[src/rtl/board_pkg.sv]
/*
 * Shared board definitions for the coin-op controller.
 * Palette bases must be aligned to the palette window size,
 * as the decoder compares only the upper address bits.
 * Register addresses sit outside both palette windows.
 */
package board_pkg;

    // Bus region of the current CPU access
    typedef enum logic [2:0] {
        REG_NONE    = 3'd0,
        REG_PAL     = 3'd1,
        REG_LATCH   = 3'd2,
        REG_IRQ_ACK = 3'd3,
        REG_STATUS  = 3'd4,
        REG_CFG     = 3'd5
    } region_e;

    // Palette placement, taken from bit 0 of the header byte
    typedef enum logic {
        LAYOUT_A = 1'b0,
        LAYOUT_B = 1'b1
    } layout_e;

    localparam logic [15:0] PAL_BASE_A   = 16'h4000;
    localparam logic [15:0] PAL_BASE_B   = 16'h5800;

    // Board registers
    localparam logic [15:0] LATCH_ADDR   = 16'h5FC0;
    localparam logic [15:0] IRQ_ACK_ADDR = 16'h5FC4;
    localparam logic [15:0] STATUS_ADDR  = 16'h5FC8;
    localparam logic [15:0] CFG_ADDR     = 16'h5FCC;

endpackage

[src/rtl/bus_decode.sv]
/*
 * Address decoder, header capture and priority register.
 * The header byte is taken only at prog_addr 0 while header is high.
 * The palette window moves with the captured layout and spans 2**PAL_AW bytes.
 * Write strobes are combinational from cpu_wr.
 */
module bus_decode #(
    parameter int PAL_AW = 7
) (
    input  logic               clk,
    input  logic               rst_n,
    input  logic [15:0]        cpu_addr,
    input  logic [7:0]         cpu_dout,
    input  logic               cpu_rd,
    input  logic               cpu_wr,
    input  logic [15:0]        prog_addr,
    input  logic [7:0]         prog_data,
    input  logic               prog_we,
    input  logic               header,
    output board_pkg::region_e region,
    output logic               pal_we,
    output logic [PAL_AW-1:0]  pal_addr,
    output logic               latch_we,
    output logic               irq_ack,
    output logic [1:0]         prio,
    output logic [7:0]         cfg_byte
);

    board_pkg::layout_e layout;
    logic [1:0]         game_id;
    logic [15:0]        pal_base;
    logic               pal_hit;
    logic               cfg_we;

    // Download header, first byte only
    always_ff @(posedge clk or negedge rst_n) begin
        if (!rst_n) begin
            layout  <= board_pkg::LAYOUT_A;
            game_id <= 2'd0;
        end else if (prog_we && header && prog_addr == 16'd0) begin
            layout  <= board_pkg::layout_e'(prog_data[0]);
            game_id <= prog_data[2:1];
        end
    end

    always_ff @(posedge clk or negedge rst_n) begin
        if (!rst_n) begin
            prio <= 2'd0;
        end else if (cfg_we) begin
            prio <= cpu_dout[1:0];
        end
    end

    assign pal_base = (layout == board_pkg::LAYOUT_B) ? board_pkg::PAL_BASE_B
                                                      : board_pkg::PAL_BASE_A;
    // Base is aligned, so the upper bits alone select the window
    assign pal_hit  = cpu_addr[15:PAL_AW] == pal_base[15:PAL_AW];

    always_comb begin
        if (pal_hit) begin
            region = board_pkg::REG_PAL;
        end else if (cpu_addr == board_pkg::LATCH_ADDR) begin
            region = board_pkg::REG_LATCH;
        end else if (cpu_addr == board_pkg::IRQ_ACK_ADDR) begin
            region = board_pkg::REG_IRQ_ACK;
        end else if (cpu_addr == board_pkg::STATUS_ADDR) begin
            region = board_pkg::REG_STATUS;
        end else if (cpu_addr == board_pkg::CFG_ADDR) begin
            region = board_pkg::REG_CFG;
        end else begin
            region = board_pkg::REG_NONE;
        end
    end

    assign pal_addr = cpu_addr[PAL_AW-1:0];
    assign pal_we   = cpu_wr && region == board_pkg::REG_PAL;
    assign latch_we = cpu_wr && region == board_pkg::REG_LATCH;
    assign irq_ack  = cpu_wr && region == board_pkg::REG_IRQ_ACK;
    assign cfg_we   = cpu_wr && region == board_pkg::REG_CFG;

    // game_id, zero, layout, two zeros, prio
    assign cfg_byte = {game_id, 1'b0, layout, 2'b00, prio};

    a_rd_wr_excl: assert property (
        @(posedge clk) disable iff (!rst_n) !(cpu_rd && cpu_wr)
    );

    // Raw address hits, so a palette window over a register address shows up
    a_one_wr_strobe: assert property (
        @(posedge clk) disable iff (!rst_n)
        cpu_wr |-> $onehot0({pal_hit,
                             cpu_addr == board_pkg::LATCH_ADDR,
                             cpu_addr == board_pkg::IRQ_ACK_ADDR,
                             cpu_addr == board_pkg::CFG_ADDR})
    );

endmodule

[src/rtl/palette_ram.sv]
/*
 * Palette storage of 2**PAL_AW bytes.
 * Read is synchronous and runs every cycle, so pal_dout follows
 * pal_addr one cycle later. A read during a write returns the old byte.
 * Contents are undefined after power-up.
 */
module palette_ram #(
    parameter int PAL_AW = 7
) (
    input  logic              clk,
    input  logic              rst_n,
    input  logic              pal_we,
    input  logic [PAL_AW-1:0] pal_addr,
    input  logic [7:0]        cpu_dout,
    output logic [7:0]        pal_dout,
    output logic [7:0]        last_pal_idx
);

    localparam int DEPTH = 2 ** PAL_AW;

    logic [7:0] mem [DEPTH];

    always_ff @(posedge clk) begin
        if (pal_we) begin
            mem[pal_addr] <= cpu_dout;
        end
        pal_dout <= mem[pal_addr];
    end

    // Index of the last written entry, for the debug view
    always_ff @(posedge clk or negedge rst_n) begin
        if (!rst_n) begin
            last_pal_idx <= 8'd0;
        end else if (pal_we) begin
            last_pal_idx <= 8'(pal_addr);
        end
    end

endmodule

[src/rtl/cpu_events.sv]
/*
 * Sound latch and interrupt sources.
 * A latch write beats snd_ack in the same cycle.
 * The vblank interrupt fires on the falling edge of lvbl only
 * and stays pending until the CPU writes the ack address.
 */
module cpu_events (
    input  logic       clk,
    input  logic       rst_n,
    input  logic       latch_we,
    input  logic       irq_ack,
    input  logic       snd_ack,
    input  logic [7:0] cpu_dout,
    input  logic       lvbl,
    output logic [7:0] snd_latch,
    output logic       snd_irq,
    output logic       irq_n,
    output logic [7:0] status_byte
);

    logic lvbl_l;
    logic vb_fall;
    logic vb_pend;

    always_ff @(posedge clk or negedge rst_n) begin
        if (!rst_n) begin
            snd_latch <= 8'd0;
            snd_irq   <= 1'b0;
        end else if (latch_we) begin
            snd_latch <= cpu_dout;
            snd_irq   <= 1'b1;
        end else if (snd_ack) begin
            snd_irq   <= 1'b0;
        end
    end

    // Cleared at reset so a low lvbl at release does not fire
    assign vb_fall = lvbl_l && !lvbl;

    always_ff @(posedge clk or negedge rst_n) begin
        if (!rst_n) begin
            lvbl_l  <= 1'b0;
            vb_pend <= 1'b0;
        end else begin
            lvbl_l <= lvbl;
            if (vb_fall) begin
                vb_pend <= 1'b1;
            end else if (irq_ack) begin
                vb_pend <= 1'b0;
            end
        end
    end

    assign irq_n       = !vb_pend;
    assign status_byte = {6'd0, vb_pend, snd_irq};

    a_irq_after_reset: assert property (
        @(posedge clk) $rose(rst_n) |-> irq_n && !snd_irq
    );

endmodule

[src/rtl/read_mux.sv]
/*
 * CPU read data and debug byte.
 * Register sources are sampled at the cpu_rd edge, the palette byte
 * arrives one cycle later from the RAM. cpu_din holds until the next read.
 * Unmapped regions read as 0xFF.
 */
module read_mux (
    input  logic               clk,
    input  logic               rst_n,
    input  logic               cpu_rd,
    input  board_pkg::region_e region,
    input  logic [7:0]         pal_dout,
    input  logic [7:0]         status_byte,
    input  logic [7:0]         cfg_byte,
    input  logic [7:0]         snd_latch,
    input  logic [7:0]         last_pal_idx,
    input  logic [1:0]         debug_sel,
    output logic [7:0]         cpu_din,
    output logic [7:0]         debug_view
);

    board_pkg::region_e rd_region;
    logic               rd_now;
    logic [7:0]         reg_q;
    logic [7:0]         sel_byte;
    logic [7:0]         din_q;

    always_ff @(posedge clk or negedge rst_n) begin
        if (!rst_n) begin
            rd_region <= board_pkg::REG_NONE;
            rd_now    <= 1'b0;
            reg_q     <= 8'd0;
        end else begin
            rd_now <= cpu_rd;
            if (cpu_rd) begin
                rd_region <= region;
                case (region)
                    board_pkg::REG_STATUS: reg_q <= status_byte;
                    board_pkg::REG_CFG:    reg_q <= cfg_byte;
                    board_pkg::REG_LATCH:  reg_q <= snd_latch;
                    default:               reg_q <= 8'hFF;
                endcase
            end
        end
    end

    assign sel_byte = (rd_region == board_pkg::REG_PAL) ? pal_dout : reg_q;

    // Palette byte changes every cycle, so keep the value once the read is done
    always_ff @(posedge clk or negedge rst_n) begin
        if (!rst_n) begin
            din_q <= 8'd0;
        end else if (rd_now) begin
            din_q <= sel_byte;
        end
    end

    assign cpu_din = rd_now ? sel_byte : din_q;

    always_ff @(posedge clk or negedge rst_n) begin
        if (!rst_n) begin
            debug_view <= 8'd0;
        end else begin
            case (debug_sel)
                2'd0:    debug_view <= snd_latch;
                2'd1:    debug_view <= status_byte;
                2'd2:    debug_view <= cfg_byte;
                default: debug_view <= last_pal_idx;
            endcase
        end
    end

    a_region_known: assert property (
        @(posedge clk) disable iff (!rst_n) cpu_rd |-> !$isunknown(region)
    );

endmodule

[src/rtl/coin_board.sv]
/*
 * Board glue between the main CPU and the board chips.
 * CPU strobes are single-cycle and never overlap.
 * Read data is valid one cycle after cpu_rd and holds until the next read.
 * PAL_AW may range up to 8.
 */
module coin_board #(
    parameter int PAL_AW = 7
) (
    input  logic        clk,
    input  logic        rst_n,
    input  logic [15:0] cpu_addr,
    input  logic [7:0]  cpu_dout,
    input  logic        cpu_rd,
    input  logic        cpu_wr,
    input  logic [15:0] prog_addr,
    input  logic [7:0]  prog_data,
    input  logic        prog_we,
    input  logic        header,
    input  logic        lvbl,
    input  logic        snd_ack,
    input  logic [1:0]  debug_sel,
    output logic [7:0]  cpu_din,
    output logic        irq_n,
    output logic [7:0]  snd_latch,
    output logic        snd_irq,
    output logic [1:0]  prio,
    output logic [7:0]  debug_view
);

    board_pkg::region_e  region;
    logic                pal_we;
    logic [PAL_AW-1:0]   pal_addr;
    logic                latch_we;
    logic                irq_ack;
    logic [7:0]          cfg_byte;
    logic [7:0]          pal_dout;
    logic [7:0]          last_pal_idx;
    logic [7:0]          status_byte;

    bus_decode #(
        .PAL_AW     ( PAL_AW    )
    ) u_decode (
        .clk        ( clk       ),
        .rst_n      ( rst_n     ),
        .cpu_addr   ( cpu_addr  ),
        .cpu_dout   ( cpu_dout  ),
        .cpu_rd     ( cpu_rd    ),
        .cpu_wr     ( cpu_wr    ),
        .prog_addr  ( prog_addr ),
        .prog_data  ( prog_data ),
        .prog_we    ( prog_we   ),
        .header     ( header    ),
        .region     ( region    ),
        .pal_we     ( pal_we    ),
        .pal_addr   ( pal_addr  ),
        .latch_we   ( latch_we  ),
        .irq_ack    ( irq_ack   ),
        .prio       ( prio      ),
        .cfg_byte   ( cfg_byte  )
    );

    palette_ram #(
        .PAL_AW       ( PAL_AW       )
    ) u_palette (
        .clk          ( clk          ),
        .rst_n        ( rst_n        ),
        .pal_we       ( pal_we       ),
        .pal_addr     ( pal_addr     ),
        .cpu_dout     ( cpu_dout     ),
        .pal_dout     ( pal_dout     ),
        .last_pal_idx ( last_pal_idx )
    );

    cpu_events u_events (
        .clk         ( clk         ),
        .rst_n       ( rst_n       ),
        .latch_we    ( latch_we    ),
        .irq_ack     ( irq_ack     ),
        .snd_ack     ( snd_ack     ),
        .cpu_dout    ( cpu_dout    ),
        .lvbl        ( lvbl        ),
        .snd_latch   ( snd_latch   ),
        .snd_irq     ( snd_irq     ),
        .irq_n       ( irq_n       ),
        .status_byte ( status_byte )
    );

    read_mux u_rdmux (
        .clk          ( clk          ),
        .rst_n        ( rst_n        ),
        .cpu_rd       ( cpu_rd       ),
        .region       ( region       ),
        .pal_dout     ( pal_dout     ),
        .status_byte  ( status_byte  ),
        .cfg_byte     ( cfg_byte     ),
        .snd_latch    ( snd_latch    ),
        .last_pal_idx ( last_pal_idx ),
        .debug_sel    ( debug_sel    ),
        .cpu_din      ( cpu_din      ),
        .debug_view   ( debug_view   )
    );

endmodule

[config.mk]
export PLATFORM = sky130hd
export DESIGN_NAME = coin_board
export DESIGN_NICKNAME = d
export VERILOG_FILES = /design/src/rtl/board_pkg.sv /design/src/rtl/bus_decode.sv /design/src/rtl/palette_ram.sv /design/src/rtl/cpu_events.sv /design/src/rtl/read_mux.sv /design/src/rtl/coin_board.sv
export SDC_FILE = /design/constraint.sdc
export NUM_CORES = 1
export LEC_CHECK = 0
export ABC_AREA = 1
export CORE_MARGIN = 1
export CORE_UTILIZATION = 35
export CTS_CLUSTER_DIAMETER = 40
export CTS_CLUSTER_SIZE = 8
export DETAILED_ROUTE_END_ITERATION = 12
export DONT_BUFFER_PORTS = 1
export SETUP_SLACK_MARGIN = 0.3
export SLEW_MARGIN = 20
export SYNTH_ARGS = -nofsm -noshare
export SYNTH_HDL_FRONTEND = slang
export SYNTH_SLANG_ARGS = --single-unit
[constraint.sdc]
create_clock -name clk -period 2.72 [get_ports clk]
set_input_delay 0.544 -clock clk [delete_from_list [all_inputs] [get_ports clk]]
set_output_delay 0.544 -clock clk [all_outputs]
set_load 0.01 [all_outputs]
==> implementation parameters <==
Parameter                              Value

Run status
  Outcome    finished, final reports clean

STA
  Max_slew headroom    38.86%
  Final period utilization    between 90% and 100%
  Max Freq    just under 400 MHz
  Setup violations, final    0
  Unrepaired setup endpoints after global routing    true
  Max-slew violations    0
  Min cycle time layout    2567 ps
  Final Hold Violating Endpoints    0
  Clock skew after layout    between 20 and 25 ps
  Final Worst Setup Slack    approximately 150 ps
  Actual transition at the worst max-transition pin    between 900 and 1000 ps
  Hold_ws    about 64 ps

Final layout
  Area growth, synth to finish    20.75%
  Core utilization of the finished layout    around 43%
  Fraction of layout cells with a size suffix above 1    13.91%
  Most frequent cells in the layout    sky130_fd_sc_hd__nand2_1, sky130_fd_sc_hd__edfxtp_1, sky130_fd_sc_hd__nor2_1, sky130_fd_sc_hd__clkbuf_16, sky130_fd_sc_hd__buf_4
  Fill cell total of the finished layout    11.22k
  Leading cell type in the layout, fill and taps excluded    sky130_fd_sc_hd__nand2_1
  Final nets    4094

Floorplanning
  Die boundary height    354.5 um
  Initial Utilization    35.50%
  Number of standard-cell rows in the floorplan    128
  Area of the core    122500 um^2
  Io pins    86
  Area enclosed by the die boundary    125700 um^2
  Die span in x    354.5 um

Pwr
  Peak supply drop    0.4692 mV
  Logic gate share of total power    approximately 5%
  Static leakage    just under 0.02 uW
  Part of the total power dissipated in the clock network    47.0%
  Cell-internal power    ~30000 uW
  Fraction of power spent switching nets    between 20% and 30%
  Switching component of the power    8343 uW
  Proportion of power drawn by flip-flops and latches    around 48%
  Overall power consumption    38120 uW
  Power per Cell Area    725.8 nW/um^2

Global route
  Total congestion overflow    0
  Number of antenna violations at the first check in global routing    4
  Vias in the first global route    approximately 28k
  Global-route wire length before repair    193.2 mm
  Total global routing track utilization    roughly a fifth
  Largest net degree at the start of global routing    ~160

Clock network
  Clock tree from TritonCTS    done
  Number of buffers between clock root and the deepest sink    3
  Clock transition at the registers of the reported paths    approximately 50 ps
  Clock insertion delay at the later pin of the skew report    roughly 750 ps
  Clk sink count    roughly 1.1k
  Clock buffers created by TritonCTS    161
  Level count of the clock H-tree    4
  Cell at the root of the clock tree    sky130_fd_sc_hd__clkbuf_16

Routing
  Detailed route wirelength on metal2    between 60 and 70 mm
  Detailed route wirelength on metal3    ~12 mm
  Top routing layer in use    met5
  Iteration-0 DRC count of the detailed router    approximately 3.4k
  Vias    around 29k
  Wire length per cell after detailed routing    around 23 um
  Final Routed Wirelength    approximately 130 mm
  Count of antenna-violating nets left after detailed routing    0
  First-pass iteration count of the detailed router    6
  Routed via count divided by cell count    5.105
  Met1 Routed Length    around 57 mm
  Post-route DRC    0

Setup path
  Category of the most critical setup path    reg2out
  Data required, critical path    between 2000 and 2500 ps
  Library cell contributing the largest single delay on the critical path    sky130_fd_sc_hd__dfrtp_1
  Startpoint Class    flip-flop
  Chain of cells forming the critical path    nor3_2, buf_2, clkinvlp_4, nand2_2, a31oi_4
  Arrival time worst endpoint    between 2000 and 2500 ps
  Family with the most delay on the worst path    buffers and inverters
  Critical Path Max Stage Delay    just under 400 ps
  Worst-path maximum fanout    8
  Total buffers and inverters traversed by the critical path    2
  Endpoint kind of the worst setup timing path    output port

Synth
  Cell count after synthesis    between 3k and 4k
  Yosys synthesis warning count    0
  Flops & latches, synth    1083
  Post-Synthesis Cell Area    between 40000 and 50000 um^2
  Post-synthesis share of cell area spent on full adders, half adders and majority gates    0%
  Area fraction in compound gates after synthesis    slightly below 2%
  Basic-gate share of the synthesized area counting and, or, nand and nor cells    a little over a fifth
  Xor and xnor fraction of the mapped netlist area    0%
  Main combinational cell family by area after synthesis    simple AND/OR/NAND/NOR gates
  Count of distinct cell types in the synthesized netlist    38
  Sequential fraction of the synthesis area    between 70% and 80%
  Count of flip-flops with a built-in enable after synthesis    roughly 1k
  Fraction of synthesis flops using an asynchronous set or reset pin    roughly 4.7%
  Post-synth net total    3887
  Post-synthesis area per instance    between 10 and 15 um^2
  Predominant post-synthesis flop cell    sky130_fd_sc_hd__edfxtp_1
  Share of synthesized area spent on multiplexers    less than 1%

Run
  Max cap viols    0

Placed design
  HPWL reported at the end of detailed placement    76.51 mm
  I/O Buffers    0
  Worst-case setup slack after placement    -388.7 ps
  RD Place Congestion    approximately 0.90

Worst hold path
  Kind of path behind the tightest hold check    in2reg
## logic make-up after synthesis
kind of cell / after synthesis
buf+inv: 269
compound gates: 156
flops: 1083
mux: 9
simple gates: 2312
## what timing repair did
| item | 4_1_cts | 5_1_grt |
|---|---|---|
| cloned | 1 | 1 |
| buffers inserted | 1 | 2 |
| resized for setup | 130 | 22 |
| hold buffers | 32 | 0 |
| endpoints found under the setup margin | 925 | 829 |
| pin swaps | 3 | 10 |
| hold endpoints to repair | 869 | 0 |
## worst register-to-register path, delay by kind of cell (launching register included)
kind / cells / cell delay (ps)
AO/OA/AOI/OAI: 1 / 150
AND/OR/NAND/NOR: 5 / 1060
flip-flops: 1 / 430
buffers and inverters: 1 / 250
## metal layers
| layer | up-vias | track usage, % |
|---|---|---|
| met5 | - | 0 |
| met2 | 1419 | 32.84 |
| li1 | 13277 | - |
| met3 | 225 | 3.835 |
| met4 | 2 | 6.940 |
| met1 | 14227 | 30.00 |
## synthesized netlist by cell type (2+ instances only)
library cell | count | area [um^2]
sky130_fd_sc_hd__nand3b_1 | 2 | 15.01
sky130_fd_sc_hd__buf_1 | 16 | 60.06
sky130_fd_sc_hd__nor4_1 | 4 | 25.02
sky130_fd_sc_hd__buf_2 | 77 | 385.4
sky130_fd_sc_hd__nor2_4 | 4 | 45.04
sky130_fd_sc_hd__clkbuf_1 | 57 | 214.0
sky130_fd_sc_hd__nand2_1 | 1653 | 6205
sky130_fd_sc_hd__a21oi_1 | 42 | 210.2
sky130_fd_sc_hd__dfrtp_1 | 51 | 1276
sky130_fd_sc_hd__a31oi_1 | 8 | 50.05
sky130_fd_sc_hd__o211ai_1 | 10 | 75.07
sky130_fd_sc_hd__a22o_1 | 3 | 26.28
sky130_fd_sc_hd__buf_4 | 11 | 82.58
sky130_fd_sc_hd__dfxtp_1 | 8 | 160.2
sky130_fd_sc_hd__nor2_2 | 2 | 12.51
sky130_fd_sc_hd__nor3_1 | 10 | 50.05
sky130_fd_sc_hd__nand3_1 | 76 | 380.4
sky130_fd_sc_hd__a22oi_1 | 4 | 30.03
sky130_fd_sc_hd__o21ai_0 | 87 | 435.4
sky130_fd_sc_hd__clkinv_1 | 2 | 7.510
sky130_fd_sc_hd__inv_1 | 96 | 360.4
sky130_fd_sc_hd__nor2_1 | 463 | 1738
sky130_fd_sc_hd__edfxtp_1 | 1024 | 30750
sky130_fd_sc_hd__nand3_4 | 9 | 157.7
sky130_fd_sc_hd__mux2_2 | 9 | 101.4
sky130_fd_sc_hd__nand4_1 | 81 | 506.7
sky130_fd_sc_hd__inv_2 | 9 | 33.78
## area by class of cell
cell class / instances / area (um^2) / area share, %
Sequential cell: 1083 / 32190 / 61.29
Multi-Input combinational cell: 2478 / 11040 / 21.01
Clock buffer: 180 / 4121 / 7.847
Timing Repair Buffer: 205 / 2375 / 4.522
Tap cell: 1625 / 2033 / 3.871
Inverter: 107 / 417.9 / 0.7957
Clock inverter: 31 / 346.6 / 0.6599
Antenna cell: 1 / 2.502 / 0.004765
## per-stage QoR
step / setup TNS, ps / instance area, um^2 / instances
after floorplan: 0 / 43700 / 3829
after detailed placement: -139720 / 46790 / 5461
after global routing: 0 / 52520 / 5710
after CTS: 0 / 52400 / 5706
after global placement: -41120 / 46790 / 5461
final: 0 / 52520 / 5710
## state kept, by name, indices dropped and copies added, names as in the netlist
name,cells
u_palette.pal_dout,8
u_events.snd_irq,1
u_rdmux.rd_region,3
u_events.lvbl_l,1
u_events.vb_pend,1
u_palette.last_pal_idx,7
u_rdmux.reg_q,8
u_events.snd_latch,8
u_rdmux.debug_view,8
u_decode.layout,1
u_decode.game_id,2
u_palette.mem,1024
u_rdmux.rd_now,1
u_rdmux.din_q,8
u_decode.prio,2
## power groups by stage
stage	clock network (uW)	logic [uW]	registers (uW)
floorplan	0	811	18600
global placement	0	1370	18600
detailed placement	0	1370	18600
CTS	18100	1850	18400
global route	18700	1980	18300
finish	17900	1860	18400
## worst paths after layout
kind | startpoint | end | slack, ps | cells past startpoint
max in group asynchronous | rst_n | u_rdmux.rd_now | 2120 | 2
setup / recovery | u_rdmux.rd_region[1] | cpu_din[0] | 150 | 5
hold reg to reg | u_palette.last_pal_idx[0] | u_palette.last_pal_idx[0] | 490 | 2
setup reg to reg | u_decode.layout | u_palette.mem[124][4] | 460 | 7
hold / removal | debug_sel[0] | u_rdmux.debug_view[7] | 60 | 3
min in group asynchronous | rst_n | u_events.snd_irq | 340 | 2
Power figures use the tool's default switching activity.
